$ cat config.mk
export PLATFORM = sky130hd
export DESIGN_NAME = zynq_pl_shell
export DESIGN_NICKNAME = d
export VERILOG_FILES = /design/src/rtl/zynq_shell_pkg.sv /design/src/rtl/shell_access_if.sv /design/src/rtl/shell_fifo.sv /design/src/rtl/csr_bank.sv /design/src/rtl/fifo_bank.sv /design/src/rtl/axil_front.sv /design/src/rtl/zynq_pl_shell.sv
export SDC_FILE = /design/constraint.sdc
export NUM_CORES = 1
export LEC_CHECK = 0
export BUFFER_PORTS_ARGS = -buffer_cell sky130_fd_sc_hd__buf_2
export CAP_MARGIN = 20
export CORE_MARGIN = 2
export CORE_UTILIZATION = 57
export CTS_CLUSTER_DIAMETER = 120
export CTS_CLUSTER_SIZE = 24
export DETAILED_ROUTE_END_ITERATION = 12
export PLACE_DENSITY_LB_ADDON = 0.1
export RECOVER_POWER = 50
export SYNTH_ARGS = -nofsm -noshare
export SYNTH_HDL_FRONTEND = slang
export SYNTH_SLANG_ARGS = --single-unit
$ cat constraint.sdc
create_clock -name aclk -period 5.5 [get_ports aclk]
set_clock_uncertainty 0.15 [all_clocks]
set_input_delay 0.825 -clock aclk [delete_from_list [all_inputs] [get_ports aclk]]
set_output_delay 0.825 -clock aclk [all_outputs]
set_load 0.02 [all_outputs]
$ cat src/rtl/zynq_shell_pkg.sv
package zynq_shell_pkg;

  ////////////////////////////////////////////////////////////
  // bus widths
  ////////////////////////////////////////////////////////////

  localparam int AXIL_DATA_W = 32;
  localparam int AXIL_ADDR_W = 10;
  localparam int AXIL_STRB_W = AXIL_DATA_W / 8;

  // top two address bits pick the region, value 3 is unmapped
  typedef enum logic [1:0] {
    REGION_CTRL = 2'd0,
    REGION_STAT = 2'd1,
    REGION_FIFO = 2'd2
  } region_e;

  // fifo access kind, value 3 is unmapped
  typedef enum logic [1:0] {
    KIND_DATA = 2'd0,
    KIND_FREE = 2'd1,
    KIND_OCC  = 2'd2
  } fifo_kind_e;

  typedef enum logic [1:0] {
    RESP_OKAY   = 2'b00,
    RESP_SLVERR = 2'b10,
    RESP_DECERR = 2'b11
  } axil_resp_e;

  ////////////////////////////////////////////////////////////
  // address views
  ////////////////////////////////////////////////////////////

  typedef struct packed {
    region_e    region;
    logic [1:0] unused;
    logic [3:0] idx;
    logic [1:0] byte_ofs;
  } reg_addr_t;

  typedef struct packed {
    region_e    region;
    logic [1:0] unused;
    fifo_kind_e kind;
    logic [1:0] idx;
    logic [1:0] byte_ofs;
  } fifo_addr_t;

  typedef union packed {
    reg_addr_t  r;
    fifo_addr_t f;
  } axil_addr_u;

endpackage

$ cat src/rtl/shell_access_if.sv
interface shell_access_if import zynq_shell_pkg::*; ();

  logic                   req;
  logic                   we;
  axil_addr_u             addr;
  logic [AXIL_DATA_W-1:0] wdata;
  logic [AXIL_STRB_W-1:0] wstrb;

  // returned in the same cycle as req
  logic [AXIL_DATA_W-1:0] rdata;
  logic                   err;

  modport front (
    output req, we, addr, wdata, wstrb,
    input  rdata, err
  );

  modport bank (
    input  req, we, addr, wdata, wstrb,
    output rdata, err
  );

endinterface

$ cat src/rtl/shell_fifo.sv
module shell_fifo import zynq_shell_pkg::*; #(
  parameter  int DEPTH = 4,
  localparam int CNT_W = $clog2(DEPTH + 1)
) (
  input  logic                   aclk,
  input  logic                   rst_n_i,
  input  logic                   push_i,
  input  logic [AXIL_DATA_W-1:0] data_i,
  output logic                   full_o,
  input  logic                   pop_i,
  output logic [AXIL_DATA_W-1:0] data_o,
  output logic                   empty_o,
  output logic [CNT_W-1:0]       count_o
);

  localparam int PTR_W = (DEPTH > 1) ? $clog2(DEPTH) : 1;

  logic [AXIL_DATA_W-1:0] mem [DEPTH];
  logic [PTR_W-1:0]       wr_ptr_q, rd_ptr_q;
  logic [CNT_W-1:0]       count_q;

  always_ff @(posedge aclk) begin
    if (!rst_n_i) begin
      wr_ptr_q <= '0;
      rd_ptr_q <= '0;
      count_q  <= '0;
    end else begin
      if (push_i) begin
        wr_ptr_q <= (wr_ptr_q == PTR_W'(DEPTH - 1)) ? '0 : wr_ptr_q + 1'b1;
      end
      if (pop_i) begin
        rd_ptr_q <= (rd_ptr_q == PTR_W'(DEPTH - 1)) ? '0 : rd_ptr_q + 1'b1;
      end
      // simultaneous push and pop leaves the count alone
      if (push_i && !pop_i) begin
        count_q <= count_q + 1'b1;
      end else if (pop_i && !push_i) begin
        count_q <= count_q - 1'b1;
      end
    end
  end

  always_ff @(posedge aclk) begin
    if (push_i) mem[wr_ptr_q] <= data_i;
  end

  // head is visible without a pop
  assign data_o  = mem[rd_ptr_q];
  assign full_o  = (count_q == CNT_W'(DEPTH));
  assign empty_o = (count_q == '0);
  assign count_o = count_q;

endmodule

$ cat src/rtl/csr_bank.sv
module csr_bank import zynq_shell_pkg::*; #(
  parameter int NUM_CTRL_REGS = 5,
  parameter int NUM_STAT_REGS = 2
) (
  input  logic                                       aclk,
  input  logic                                       rst_n_i,
  shell_access_if.bank                               acc,
  output logic [NUM_CTRL_REGS-1:0][AXIL_DATA_W-1:0] ctrl_data_o,
  output logic [NUM_CTRL_REGS-1:0]                   ctrl_new_o,
  input  logic [NUM_STAT_REGS-1:0][AXIL_DATA_W-1:0] stat_data_i
);

  logic [NUM_CTRL_REGS-1:0][AXIL_DATA_W-1:0] ctrl_q;
  logic [NUM_CTRL_REGS-1:0]                   new_q;
  logic [NUM_CTRL_REGS-1:0]                   wr_sel;

  always_comb begin
    for (int i = 0; i < NUM_CTRL_REGS; i++) begin
      wr_sel[i] = acc.req && acc.we && (acc.addr.r.region == REGION_CTRL) &&
                  (acc.addr.r.idx == 4'(i));
    end
  end

  // byte-wise update, new pulse follows the write edge
  always_ff @(posedge aclk) begin
    if (!rst_n_i) begin
      ctrl_q <= '0;
      new_q  <= '0;
    end else begin
      for (int i = 0; i < NUM_CTRL_REGS; i++) begin
        new_q[i] <= wr_sel[i];
        for (int b = 0; b < AXIL_STRB_W; b++) begin
          if (wr_sel[i] && acc.wstrb[b]) begin
            ctrl_q[i][8*b +: 8] <= acc.wdata[8*b +: 8];
          end
        end
      end
    end
  end

  assign ctrl_data_o = ctrl_q;
  assign ctrl_new_o  = new_q;

  // read side, control or status set
  always_comb begin
    acc.rdata = '0;
    if (acc.addr.r.region == REGION_STAT) begin
      for (int i = 0; i < NUM_STAT_REGS; i++) begin
        if (acc.addr.r.idx == 4'(i)) acc.rdata = stat_data_i[i];
      end
    end else begin
      for (int i = 0; i < NUM_CTRL_REGS; i++) begin
        if (acc.addr.r.idx == 4'(i)) acc.rdata = ctrl_q[i];
      end
    end
  end

  // registers always accept
  assign acc.err = 1'b0;

endmodule

$ cat src/rtl/fifo_bank.sv
module fifo_bank import zynq_shell_pkg::*; #(
  parameter int NUM_FIFOS  = 2,
  parameter int FIFO_DEPTH = 4
) (
  input  logic                                   aclk,
  input  logic                                   rst_n_i,
  shell_access_if.bank                           acc,
  output logic [NUM_FIFOS-1:0][AXIL_DATA_W-1:0] ps_to_pl_data_o,
  output logic [NUM_FIFOS-1:0]                   ps_to_pl_v_o,
  input  logic [NUM_FIFOS-1:0]                   ps_to_pl_yumi_i,
  input  logic [NUM_FIFOS-1:0][AXIL_DATA_W-1:0] pl_to_ps_data_i,
  input  logic [NUM_FIFOS-1:0]                   pl_to_ps_v_i,
  output logic [NUM_FIFOS-1:0]                   pl_to_ps_ready_o
);

  localparam int CNT_W = $clog2(FIFO_DEPTH + 1);

  logic [NUM_FIFOS-1:0]                   p2l_push, p2l_full, p2l_empty;
  logic [NUM_FIFOS-1:0][CNT_W-1:0]        p2l_count;
  logic [NUM_FIFOS-1:0]                   l2p_push, l2p_pop, l2p_full, l2p_empty;
  logic [NUM_FIFOS-1:0][CNT_W-1:0]        l2p_count;
  logic [NUM_FIFOS-1:0][AXIL_DATA_W-1:0] l2p_data;

  for (genvar i = 0; i < NUM_FIFOS; i++) begin : g_fifo
    logic hit;

    assign hit = acc.req && (acc.addr.f.kind == KIND_DATA) && (acc.addr.f.idx == 2'(i));

    // full and empty accesses are dropped here and flagged below
    assign p2l_push[i] = hit & acc.we & ~p2l_full[i];
    assign l2p_pop[i]  = hit & ~acc.we & ~l2p_empty[i];
    assign l2p_push[i] = pl_to_ps_v_i[i] & ~l2p_full[i];

    shell_fifo #(.DEPTH(FIFO_DEPTH)) u_ps_to_pl (
      .aclk    (aclk),
      .rst_n_i (rst_n_i),
      .push_i  (p2l_push[i]),
      .data_i  (acc.wdata),
      .full_o  (p2l_full[i]),
      .pop_i   (ps_to_pl_yumi_i[i]),
      .data_o  (ps_to_pl_data_o[i]),
      .empty_o (p2l_empty[i]),
      .count_o (p2l_count[i])
    );

    shell_fifo #(.DEPTH(FIFO_DEPTH)) u_pl_to_ps (
      .aclk    (aclk),
      .rst_n_i (rst_n_i),
      .push_i  (l2p_push[i]),
      .data_i  (pl_to_ps_data_i[i]),
      .full_o  (l2p_full[i]),
      .pop_i   (l2p_pop[i]),
      .data_o  (l2p_data[i]),
      .empty_o (l2p_empty[i]),
      .count_o (l2p_count[i])
    );

    assign ps_to_pl_v_o[i]     = ~p2l_empty[i];
    assign pl_to_ps_ready_o[i] = ~l2p_full[i];
  end

  // data pops and count reads
  always_comb begin
    acc.rdata = '0;
    acc.err   = 1'b0;
    for (int i = 0; i < NUM_FIFOS; i++) begin
      if (acc.addr.f.idx == 2'(i)) begin
        case (acc.addr.f.kind)
          KIND_DATA: begin
            acc.rdata = l2p_data[i];
            acc.err   = acc.we ? p2l_full[i] : l2p_empty[i];
          end
          KIND_FREE: acc.rdata = AXIL_DATA_W'(FIFO_DEPTH) - AXIL_DATA_W'(p2l_count[i]);
          KIND_OCC:  acc.rdata = AXIL_DATA_W'(l2p_count[i]);
          default:   acc.rdata = '0;
        endcase
      end
    end
  end

endmodule

$ cat src/rtl/axil_front.sv
module axil_front import zynq_shell_pkg::*; #(
  parameter int NUM_CTRL_REGS = 5,
  parameter int NUM_STAT_REGS = 2,
  parameter int NUM_FIFOS     = 2
) (
  input  logic                   aclk,
  input  logic                   rst_n_i,

  input  logic [AXIL_ADDR_W-1:0] s_axil_awaddr_i,
  input  logic                   s_axil_awvalid_i,
  output logic                   s_axil_awready_o,
  input  logic [AXIL_DATA_W-1:0] s_axil_wdata_i,
  input  logic [AXIL_STRB_W-1:0] s_axil_wstrb_i,
  input  logic                   s_axil_wvalid_i,
  output logic                   s_axil_wready_o,
  output logic [1:0]             s_axil_bresp_o,
  output logic                   s_axil_bvalid_o,
  input  logic                   s_axil_bready_i,
  input  logic [AXIL_ADDR_W-1:0] s_axil_araddr_i,
  input  logic                   s_axil_arvalid_i,
  output logic                   s_axil_arready_o,
  output logic [AXIL_DATA_W-1:0] s_axil_rdata_o,
  output logic [1:0]             s_axil_rresp_o,
  output logic                   s_axil_rvalid_o,
  input  logic                   s_axil_rready_i,

  shell_access_if.front          ctrl_acc,
  shell_access_if.front          fifo_acc
);

  logic                   bvalid_q, rvalid_q;
  axil_resp_e             bresp_q, rresp_q;
  logic [AXIL_DATA_W-1:0] rdata_q;

  logic                   wr_hs, rd_hs, acc_active;
  axil_addr_u             acc_addr;
  logic                   mapped, ctrl_sel, fifo_sel;
  logic                   bank_err;
  logic [AXIL_DATA_W-1:0] bank_rdata, rdata_d;
  axil_resp_e             resp_d;

  ////////////////////////////////////////////////////////////
  // handshakes, writes win over reads
  ////////////////////////////////////////////////////////////

  assign wr_hs = s_axil_awvalid_i & s_axil_wvalid_i & ~bvalid_q;
  assign rd_hs = s_axil_arvalid_i & ~rvalid_q & ~wr_hs;

  assign s_axil_awready_o = wr_hs;
  assign s_axil_wready_o  = wr_hs;
  assign s_axil_arready_o = rd_hs;

  assign acc_active = wr_hs | rd_hs;
  assign acc_addr   = wr_hs ? s_axil_awaddr_i : s_axil_araddr_i;

  // address map check
  always_comb begin
    mapped = 1'b0;
    case (acc_addr.r.region)
      REGION_CTRL: mapped = int'(acc_addr.r.idx) < NUM_CTRL_REGS;
      REGION_STAT: mapped = !wr_hs && int'(acc_addr.r.idx) < NUM_STAT_REGS;
      REGION_FIFO: begin
        if (int'(acc_addr.f.idx) < NUM_FIFOS) begin
          // count kinds are read only
          mapped = (acc_addr.f.kind == KIND_DATA) ||
                   (!wr_hs && (acc_addr.f.kind == KIND_FREE || acc_addr.f.kind == KIND_OCC));
        end
      end
      default: mapped = 1'b0;
    endcase
  end

  assign ctrl_sel = (acc_addr.r.region == REGION_CTRL) || (acc_addr.r.region == REGION_STAT);
  assign fifo_sel = (acc_addr.r.region == REGION_FIFO);

  assign ctrl_acc.req   = acc_active & mapped & ctrl_sel;
  assign ctrl_acc.we    = wr_hs;
  assign ctrl_acc.addr  = acc_addr;
  assign ctrl_acc.wdata = s_axil_wdata_i;
  assign ctrl_acc.wstrb = s_axil_wstrb_i;

  assign fifo_acc.req   = acc_active & mapped & fifo_sel;
  assign fifo_acc.we    = wr_hs;
  assign fifo_acc.addr  = acc_addr;
  assign fifo_acc.wdata = s_axil_wdata_i;
  assign fifo_acc.wstrb = s_axil_wstrb_i;

  ////////////////////////////////////////////////////////////
  // merge bank results
  ////////////////////////////////////////////////////////////

  assign bank_err   = fifo_sel ? fifo_acc.err : ctrl_acc.err;
  assign bank_rdata = fifo_sel ? fifo_acc.rdata : ctrl_acc.rdata;

  assign resp_d  = !mapped ? RESP_DECERR : (bank_err ? RESP_SLVERR : RESP_OKAY);
  // rejected or unmapped reads return zero
  assign rdata_d = (mapped && !bank_err) ? bank_rdata : '0;

  always_ff @(posedge aclk) begin
    if (!rst_n_i) begin
      bvalid_q <= 1'b0;
      rvalid_q <= 1'b0;
    end else begin
      if (wr_hs) begin
        bvalid_q <= 1'b1;
      end else if (s_axil_bready_i) begin
        bvalid_q <= 1'b0;
      end
      if (rd_hs) begin
        rvalid_q <= 1'b1;
      end else if (s_axil_rready_i) begin
        rvalid_q <= 1'b0;
      end
    end
  end

  always_ff @(posedge aclk) begin
    if (wr_hs) begin
      bresp_q <= resp_d;
    end
    if (rd_hs) begin
      rresp_q <= resp_d;
      rdata_q <= rdata_d;
    end
  end

  assign s_axil_bvalid_o = bvalid_q;
  assign s_axil_bresp_o  = bresp_q;
  assign s_axil_rvalid_o = rvalid_q;
  assign s_axil_rresp_o  = rresp_q;
  assign s_axil_rdata_o  = rdata_q;

endmodule

$ cat src/rtl/zynq_pl_shell.sv
module zynq_pl_shell import zynq_shell_pkg::*; #(
  parameter int NUM_CTRL_REGS = 5,
  parameter int NUM_STAT_REGS = 2,
  parameter int NUM_FIFOS     = 2,
  parameter int FIFO_DEPTH    = 4
) (
  input  logic                                       aclk,
  input  logic                                       rst_n_i,

  // axi-lite slave
  input  logic [AXIL_ADDR_W-1:0]                     s_axil_awaddr_i,
  input  logic                                       s_axil_awvalid_i,
  output logic                                       s_axil_awready_o,
  input  logic [AXIL_DATA_W-1:0]                     s_axil_wdata_i,
  input  logic [AXIL_STRB_W-1:0]                     s_axil_wstrb_i,
  input  logic                                       s_axil_wvalid_i,
  output logic                                       s_axil_wready_o,
  output logic [1:0]                                 s_axil_bresp_o,
  output logic                                       s_axil_bvalid_o,
  input  logic                                       s_axil_bready_i,
  input  logic [AXIL_ADDR_W-1:0]                     s_axil_araddr_i,
  input  logic                                       s_axil_arvalid_i,
  output logic                                       s_axil_arready_o,
  output logic [AXIL_DATA_W-1:0]                     s_axil_rdata_o,
  output logic [1:0]                                 s_axil_rresp_o,
  output logic                                       s_axil_rvalid_o,
  input  logic                                       s_axil_rready_i,

  // registers
  output logic [NUM_CTRL_REGS-1:0][AXIL_DATA_W-1:0] ctrl_data_o,
  output logic [NUM_CTRL_REGS-1:0]                   ctrl_new_o,
  input  logic [NUM_STAT_REGS-1:0][AXIL_DATA_W-1:0] stat_data_i,

  // fifos
  output logic [NUM_FIFOS-1:0][AXIL_DATA_W-1:0]     ps_to_pl_data_o,
  output logic [NUM_FIFOS-1:0]                       ps_to_pl_v_o,
  input  logic [NUM_FIFOS-1:0]                       ps_to_pl_yumi_i,
  input  logic [NUM_FIFOS-1:0][AXIL_DATA_W-1:0]     pl_to_ps_data_i,
  input  logic [NUM_FIFOS-1:0]                       pl_to_ps_v_i,
  output logic [NUM_FIFOS-1:0]                       pl_to_ps_ready_o
);

  shell_access_if ctrl_acc ();
  shell_access_if fifo_acc ();

  axil_front #(
    .NUM_CTRL_REGS (NUM_CTRL_REGS),
    .NUM_STAT_REGS (NUM_STAT_REGS),
    .NUM_FIFOS     (NUM_FIFOS)
  ) u_front (
    .aclk             (aclk),
    .rst_n_i          (rst_n_i),
    .s_axil_awaddr_i  (s_axil_awaddr_i),
    .s_axil_awvalid_i (s_axil_awvalid_i),
    .s_axil_awready_o (s_axil_awready_o),
    .s_axil_wdata_i   (s_axil_wdata_i),
    .s_axil_wstrb_i   (s_axil_wstrb_i),
    .s_axil_wvalid_i  (s_axil_wvalid_i),
    .s_axil_wready_o  (s_axil_wready_o),
    .s_axil_bresp_o   (s_axil_bresp_o),
    .s_axil_bvalid_o  (s_axil_bvalid_o),
    .s_axil_bready_i  (s_axil_bready_i),
    .s_axil_araddr_i  (s_axil_araddr_i),
    .s_axil_arvalid_i (s_axil_arvalid_i),
    .s_axil_arready_o (s_axil_arready_o),
    .s_axil_rdata_o   (s_axil_rdata_o),
    .s_axil_rresp_o   (s_axil_rresp_o),
    .s_axil_rvalid_o  (s_axil_rvalid_o),
    .s_axil_rready_i  (s_axil_rready_i),
    .ctrl_acc         (ctrl_acc.front),
    .fifo_acc         (fifo_acc.front)
  );

  csr_bank #(
    .NUM_CTRL_REGS (NUM_CTRL_REGS),
    .NUM_STAT_REGS (NUM_STAT_REGS)
  ) u_csr (
    .aclk        (aclk),
    .rst_n_i     (rst_n_i),
    .acc         (ctrl_acc.bank),
    .ctrl_data_o (ctrl_data_o),
    .ctrl_new_o  (ctrl_new_o),
    .stat_data_i (stat_data_i)
  );

  fifo_bank #(
    .NUM_FIFOS  (NUM_FIFOS),
    .FIFO_DEPTH (FIFO_DEPTH)
  ) u_fifos (
    .aclk             (aclk),
    .rst_n_i          (rst_n_i),
    .acc              (fifo_acc.bank),
    .ps_to_pl_data_o  (ps_to_pl_data_o),
    .ps_to_pl_v_o     (ps_to_pl_v_o),
    .ps_to_pl_yumi_i  (ps_to_pl_yumi_i),
    .pl_to_ps_data_i  (pl_to_ps_data_i),
    .pl_to_ps_v_i     (pl_to_ps_v_i),
    .pl_to_ps_ready_o (pl_to_ps_ready_o)
  );

endmodule

Word-level counts from Yosys, hierarchy flattened

Memory sizes are Yosys's and may differ from the RTL's. A register that Yosys moved wholly into a read port is not among the register bits.
Index checks and enable logic that the tools add are counted.

$add $sub $neg: 18
Magnitude comparators: 3
Eq/ne operators: 21
Mux-type cells: 61
Bitwise logic cells: 29
Reductions and logical operators: 68

Operators with widths:

| kind                                                                | count |
|---|---|
| 32-bit two-way mux                                                  | 11 |
| 32-bit case mux with 3 select lines                                 | 2 |
| 1-bit logical AND                                                   | 41 |
| 2-bit two-way mux                                                   | 18 |
| 3-bit two-way mux                                                   | 8 |
| 2-bit == test (second input constant)                               | 10 |
| 1-bit two-way mux                                                   | 20 |
| 1-bit AND                                                           | 17 |
| 2-bit by 1-bit adder with 2-bit output (second input constant)      | 8 |
| 3-bit by 1-bit adder with 3-bit output (second input constant)      | 4 |
| 3-bit == test (second input constant)                               | 4 |
| 3-bit zero test                                                     | 4 |
| 2-bit nonzero test                                                  | 6 |
| 3-bit by 1-bit subtractor with 3-bit output (second input constant) | 4 |
| 1-bit NOT                                                           | 11 |
| 1-bit zero test                                                     | 10 |
| 10-bit two-way mux                                                  | 1 |
| 4-bit by 2-bit == test with 1-bit output (second input constant)    | 2 |
| 3-bit by 3-bit subtractor with 4-bit output (first input constant)  | 2 |
| 2-bit by 1-bit == test with 1-bit output (second input constant)    | 3 |
| 2-bit zero test                                                     | 3 |
| 4-bit by 1-bit == test with 1-bit output (second input constant)    | 1 |
| 4-bit by 3-bit == test with 1-bit output (second input constant)    | 1 |
| 4-bit zero test                                                     | 1 |
| 6 further kinds                                                     | 8 |

Register bits: 231
Bits in writable memories: 512
Bits of input ports: 195
Output and inout port bits: 274
Logic and storage cells: 242
Memories: 4

Memory list:

| memory                           | depth | bits a word | rd ports | clocked after Yosys merged registers in | wr ports | line             | RTL |
|---|---|---|---|---|---|---|---|
| u_fifos.g_fifo[0].u_pl_to_ps.mem | 4     | 32          | 1        | 1                                       | 1        | shell_fifo.sv:18 | `logic [AXIL_DATA_W-1:0] mem [DEPTH];` |
| u_fifos.g_fifo[0].u_ps_to_pl.mem | 4     | 32          | 1        | 1                                       | 1        | shell_fifo.sv:18 |  |
| u_fifos.g_fifo[1].u_pl_to_ps.mem | 4     | 32          | 1        | 1                                       | 1        | shell_fifo.sv:18 |  |
| u_fifos.g_fifo[1].u_ps_to_pl.mem | 4     | 32          | 1        | 1                                       | 1        | shell_fifo.sv:18 |  |

Logic depth before layout (Yosys ltp)

Depth after elaboration: 19
Gate-level depth with buffers: 15
Depth with buffers taken out: 11

Modules after synthesis

From an unflattened synthesis, not the netlist that was laid out.

Cells, all modules: 2179
Area total of the unflattened synthesis: 32613.8 sq um

By module, submodules not included:

| module     | times used | cells each | area each (sq um) | seq. area each (sq um) |
|---|---|---|---|---|
| shell_fifo | 4          | 211        | 5116.2            | 4023.9 |
| csr_bank   | 1          | 864        | 7988.9            | 3303.2 |
| axil_front | 1          | 301        | 3070.4            | 1121.1 |
| fifo_bank  | 1          | 170        | 1089.8            | 0.0 |

Worst setup path after synthesis

OpenSTA, ideal clock, no wires.

Path type: input-to-reg
From: input s_axil_awvalid_i
To: register u_fifos.g_fifo[1].u_ps_to_pl.count_q[2]
Setup time: 0.076 ns
Arrival: 4.150 ns
Data required time: 5.274 ns
Path slack: 1.124 ns
Cell stages on the path: 14
Cell sequence: nand3b_4 buf_4 buf_2 mux2i_1 ha_1 clkbuf_1 nand3_1 nor4b_2 ha_1 inv_1 fa_1 xor2_1 or3_1 a21boi_0

Word-level cells in the longest chain between the ends: 18
Elaborated cells between the ends (all ways): 34
Classes of those cells: order compare (3); eq/ne (5); mux (4); bitwise (9); reduce/logical (13)

RTL lines:

| item                                                                             | line                | RTL |
|---|---|---|
| start: declaration                                                               | zynq_pl_shell.sv:12 | `input logic s_axil_awvalid_i,` |
| 1-bit AND (*) (2 in series)                                                      | axil_front.sv:46    | `assign wr_hs = s_axil_awvalid_i & s_axil_wvalid_i & ~bvalid_q;` |
| 10-bit two-way mux                                                               | axil_front.sv:54    | `assign acc_addr = wr_hs ? s_axil_awaddr_i : s_axil_araddr_i;` |
| 2-bit by 1-bit == test with 1-bit output / 2-bit == test (equally long branches) | axil_front.sv:66    | `(!wr_hs && (acc_addr.f.kind == KIND_FREE \|\| acc_addr.f.kind == KIND_OCC));` |
| 1-bit logical OR                                                                 | axil_front.sv:66    |  |
| 1-bit logical AND                                                                | axil_front.sv:66    |  |
| 1-bit logical OR                                                                 | axil_front.sv:65    | `mapped = (acc_addr.f.kind == KIND_DATA) \|\|` |
| 1-bit two-way mux                                                                | axil_front.sv:63    | `if (int'(acc_addr.f.idx) < NUM_FIFOS) begin` |
| 1-bit case mux with 3 select lines                                               | axil_front.sv:59    | `case (acc_addr.r.region)` |
| 1-bit AND (2 in series)                                                          | axil_front.sv:82    | `assign fifo_acc.req = acc_active & mapped & fifo_sel;` |
| 1-bit logical AND (2 in series)                                                  | fifo_bank.sv:27     | `assign hit = acc.req && (acc.addr.f.kind == KIND_DATA) && (acc.addr.f.idx == 2'(i));` |
| 1-bit AND (*) (2 in series)                                                      | fifo_bank.sv:30     | `assign p2l_push[i] = hit & acc.we & ~p2l_full[i];` |
| named net u_fifos.g_fifo[1].u_ps_to_pl.push_i                                    | shell_fifo.sv:7     | `input logic push_i,` |
| 1-bit zero test                                                                  | shell_fifo.sv:37    | `end else if (pop_i && !push_i) begin` |
| 1-bit logical AND                                                                | shell_fifo.sv:37    |  |
| 2-bit nonzero test (no line)                                                     | --                  |  |
| end signal: assignment                                                           | shell_fifo.sv:36    | `count_q <= count_q + 1'b1;` |
| end signal: assignment                                                           | shell_fifo.sv:38    | `count_q <= count_q - 1'b1;` |
| end: declaration                                                                 | shell_fifo.sv:20    | `logic [CNT_W-1:0] count_q;` |

Mark *: on every way through the listed nets, which the timed path passes. The rest lies on a longest branch.
A chain may end at the register's enable or synchronous reset.

Worst setup path after layout

From: register u_front.bvalid_q (netlist: u_front.s_axil_bvalid_o)
To: output s_axil_arready_o

Word-level cells in the longest chain between the ends: 4

RTL lines:

| item                     | line                | RTL |
|---|---|---|
| start: declaration       | axil_front.sv:31    | `logic bvalid_q, rvalid_q;` |
| start signal: assignment | axil_front.sv:101   | `bvalid_q <= 1'b0;` |
| start signal: assignment | axil_front.sv:105   | `bvalid_q <= 1'b1;` |
| start signal: assignment | axil_front.sv:107   | `bvalid_q <= 1'b0;` |
| 1-bit NOT                | axil_front.sv:46    |  |
| 1-bit AND                | axil_front.sv:46    |  |
| 1-bit NOT                | axil_front.sv:47    | `assign rd_hs = s_axil_arvalid_i & ~rvalid_q & ~wr_hs;` |
| 1-bit AND                | axil_front.sv:47    |  |
| end: declaration         | zynq_pl_shell.sv:23 | `output logic s_axil_arready_o,` |

No other way between the ends.

==> flow_summary.yaml <==
synth:
  synth_area_leaders: "edfxtp_1 (52%), dfxtp_1 (13%), mux2i_1 (9.9%)"
  synth_xor_area_frac: 0.002225
  synthAdderAreaFrac: 0.01645
  synth_mux_area_frac: 0.1487
  ys_async_sr_fraction: 0
  synth_cell_types: 64
  synthSimpleGateAreaFrac: 0.05726
  synth-compound-area-share: 0.1001
  syn_inst: 2087
  synth_top_family_by_area: "multiplexers"
  syn_area_um2: 31490
  yosysTopAreaCellShare: 0.5227
  ys.flop_type: "edfxtp_1"
  synth_edf_count: 548
  yosys-top-cells-count: "edfxtp_1 (548), mux2i_1 (312), dfxtp_1 (203), nand2_1 (146), clkbuf_1 (100)"
  yosysTopAreaCell: "edfxtp_1"
  avgSynthCellArea_um2: 15.09
  synth.yosys.warnings: 0
  syn-num-nets: 2321
  seq_area_frac_synth: 0.6517
  ys_ff_latch: 751
  yosysMostFrequentCell: "edfxtp_1"
setup_path:
  critPathCapture: "s_axil_arready_o"
  rrSetupSlack_ns: 1.36
  rr_endpoint: "u_fifos.g_fifo[0].u_ps_to_pl.count_o[2]"
  crit_start: "u_front.s_axil_bvalid_o"
  crit_path_end_kind: "primary output"
  worstRegToRegCells: 11
  cpPeakStageDelay_ns: 1.77
  required_ns: 4.53
  critPathArrivalTime_ns: 3.61
  cpMaxStageDelayCell: "clkbuf_1"
  worstSetupPathType: "register to primary output"
  critPathMaxFanout: 36
  cp-start-kind: "register"
  r2r-start: "u_front.s_axil_bvalid_o"
  path_cells: "nand3b_1, and2_2, clkbuf_1, buf_2"
grt:
  gr-usage-all-layers: 0.3197
  grt-ovfl-total: 0
  antenna_found_initial: 14
  grt_pass1_wl_mm: 132.5
  grt_pass1_vias: 19400
  grt_max_degree: 131
sta:
  fmax_mhz: 218.3
  finalHoldViolCount: 0
  finalSetupViolCount: 0
  setup_ws_ns: 0.9194
  period_needed_ns: 4.581
  drv_slew: 432
  rsz0062_at_grt: "false"
  fin_tns_setup_ns: 0
  max-slew-margin-rel: -0.7831
  whs_ns: 0.3254
  finalCritPeriodShare: 0.8328
  worst_pin_slew_ns: 2.675
cells_and_area:
  num-nets-final: 2728
  nFillCells: 4116
  drive_above_1_share: 0.2286
  areaGrowthSynthToFinish_pct: 13.00
  multi_input_area_um2: 10310
  fin_util: 0.6483
  layoutNonFillerInstCount: 3235
  finalInstanceArea_um2: 35580
  seqCellArea_um2: 20530
drt:
  viasPerCell: 6.360
  wl_mm: 93.06
  drt_iter0_drc: 2230
  drt-pass1-iter-count: 7
  wl_per_cell_um: 28.77
  num_vias: 20580
  ant_nets: 0
  drt_drc_violations_left: 0
power_and_ir_drop:
  power_mw: 10.51
  power_density_nw_per_um2: 295.5
  ir_drop_mv: 0.3089
  power_leakage_nw: 12.20
floorplan:
  num_io_pins: 469
  dieArea_um2: 57130
  die_h_um: 239.0
  rows: 86
  core-area_um2: 54880
  die_width_um: 239.0
  initial_core_util: 0.5737
outcome:
  outcome: "finished with violations"
  violations: "capacitance limit, slew limit"
clock_network:
  clkTransAtPathRegs_ns: 0.10
  clock_latency_ns: 0.59
  cts.sinks: 751
  cts_root_buf: "clkbuf_16"
  hold_buffers: 0
  post_cts_buffers: 0
  cts_tree: "built"
  cts_htree_levels: 2
  cts_buffers: 37
  cts-resized-gates: 0
  clk_path_buf_depth: 3
place:
  dpl-instance-area_um2: 34650
  hpwl_mm: 63.97
  dp_cells: 3158
  place_congestion: 0.8967
  pre_cts_ws_ns: 0.9785
  placement.io_buffers: 460
min_path:
  hold_class: "register to register"
flow_run:
  maxCapViolCount: 10
per-layer routing:
metal / track usage / vias up / routed length (um)
met1: 0.4316 / 10500 / 36770
met4: 0.1085 / 12 / 3204
met5: 0 / - / 81
li1: - / 8961 / -
met2: 0.5152 / 951 / 44250
met3: 0.07159 / 147 / 8747
state kept, by name, indices dropped and copies added, names as in the netlist, named ones only:
register and count:
u_fifos.g_fifo.u_pl_to_ps.wr_ptr_q 4, u_fifos.g_fifo.u_pl_to_ps.mem 256, u_fifos.g_fifo.u_ps_to_pl.rd_ptr_q 4, u_fifos.g_fifo.u_pl_to_ps.count_o 6, u_fifos.g_fifo.u_pl_to_ps.rd_ptr_q 4, u_csr.ctrl_data_o 160
u_fifos.g_fifo.u_ps_to_pl.count_o 6, u_front.s_axil_rdata_o 32, u_front.s_axil_bresp_o 2, u_fifos.g_fifo.u_ps_to_pl.wr_ptr_q 4, u_front.s_axil_rvalid_o 1, u_fifos.g_fifo.u_ps_to_pl.mem 256
u_front.s_axil_bvalid_o 1, u_front.s_axil_rresp_o 2, u_csr.ctrl_new_o 5
cell type report:
class                           count  share of cell area
Antenna cell                       11           0.0007737
Clock buffer                       64             0.02887
Clock inverter                      1           0.0005627
Inverter                           33            0.003482
Multi-Input combinational cell   1154              0.2897
Sequential cell                   751              0.5771
Tap cell                          704             0.02476
Timing Repair Buffer              517             0.07473
worst min path at each step:
stage,end,from,depth (start not counted)
3_5_place_dp,u_csr.ctrl_data_o[140],u_csr.ctrl_data_o[140],2
5_1_grt,u_fifos.g_fifo[0].u_pl_to_ps.mem[3][27],pl_to_ps_data_i[27],1
2_1_floorplan,register,u_fifos.g_fifo[1].u_pl_to_ps.rd_ptr_q[0],2
3_3_place_gp,u_csr.ctrl_data_o[139],u_csr.ctrl_data_o[139],2
4_1_cts,u_fifos.g_fifo[1].u_pl_to_ps.mem[2][13],pl_to_ps_data_i[45],1
6_report,u_csr.ctrl_data_o[156],u_csr.ctrl_data_o[156],2
critical path: cells and delay by family (launching register included):
kind / cells / cell delay [ns]
buffers and inverters: 2 / 2.20
and+or+nand+nor: 2 / 0.46
DFF: 1 / 0.35
power by group:
group	leakage, nW	switching, mW	internal (mW)	total (mW)
sequential	6.65	0.0976	6.27	6.37
clock	0.498	1.75	1.30	3.04
combinational	5.06	0.737	0.365	1.10
total	12.2	2.58	7.93	10.5
cells in the final DEF (no fill, tap or decap), types with 5 or more instances in the layout:
cell type,netlist,final
o22ai_1,5,5
a21boi_0,7,7
buf_12,0,5
mux2i_4,2,7
a22oi_1,6,6
clkbuf_1,100,132
a21o_1,55,55
or2_2,5,5
dfxtp_1,203,198
a221oi_1,37,37
nand2_1,146,146
a32o_1,33,33
nor2_1,13,12
inv_1,32,33
mux4_2,64,64
a211oi_1,27,27
mux2i_1,312,307
a311oi_1,5,5
mux2_2,5,5
ha_1,35,33
and2_2,0,9
edfxtp_1,548,548
a311o_1,5,5
o221ai_1,65,65
o21ai_0,37,37
buf_4,4,42
and3_1,8,8
clkbuf_16,0,37
a21oi_1,31,31
o21ai_1,6,6
diode_2,0,11
and2_1,16,7
nor2b_1,88,88
a222oi_1,26,26
nand3_1,36,36
a211oi_4,12,12
buf_2,18,363
or3_1,8,8
nor3_1,7,7
cell families after synthesis:
family          count (synthesis)
flops                         751
mux                           384
simple gates                  349
xor+xnor                        8
fa+ha+maj                      39
compound gates                374
buf+inv                       182
Note: power is estimated with default switching activity, not from simulation.
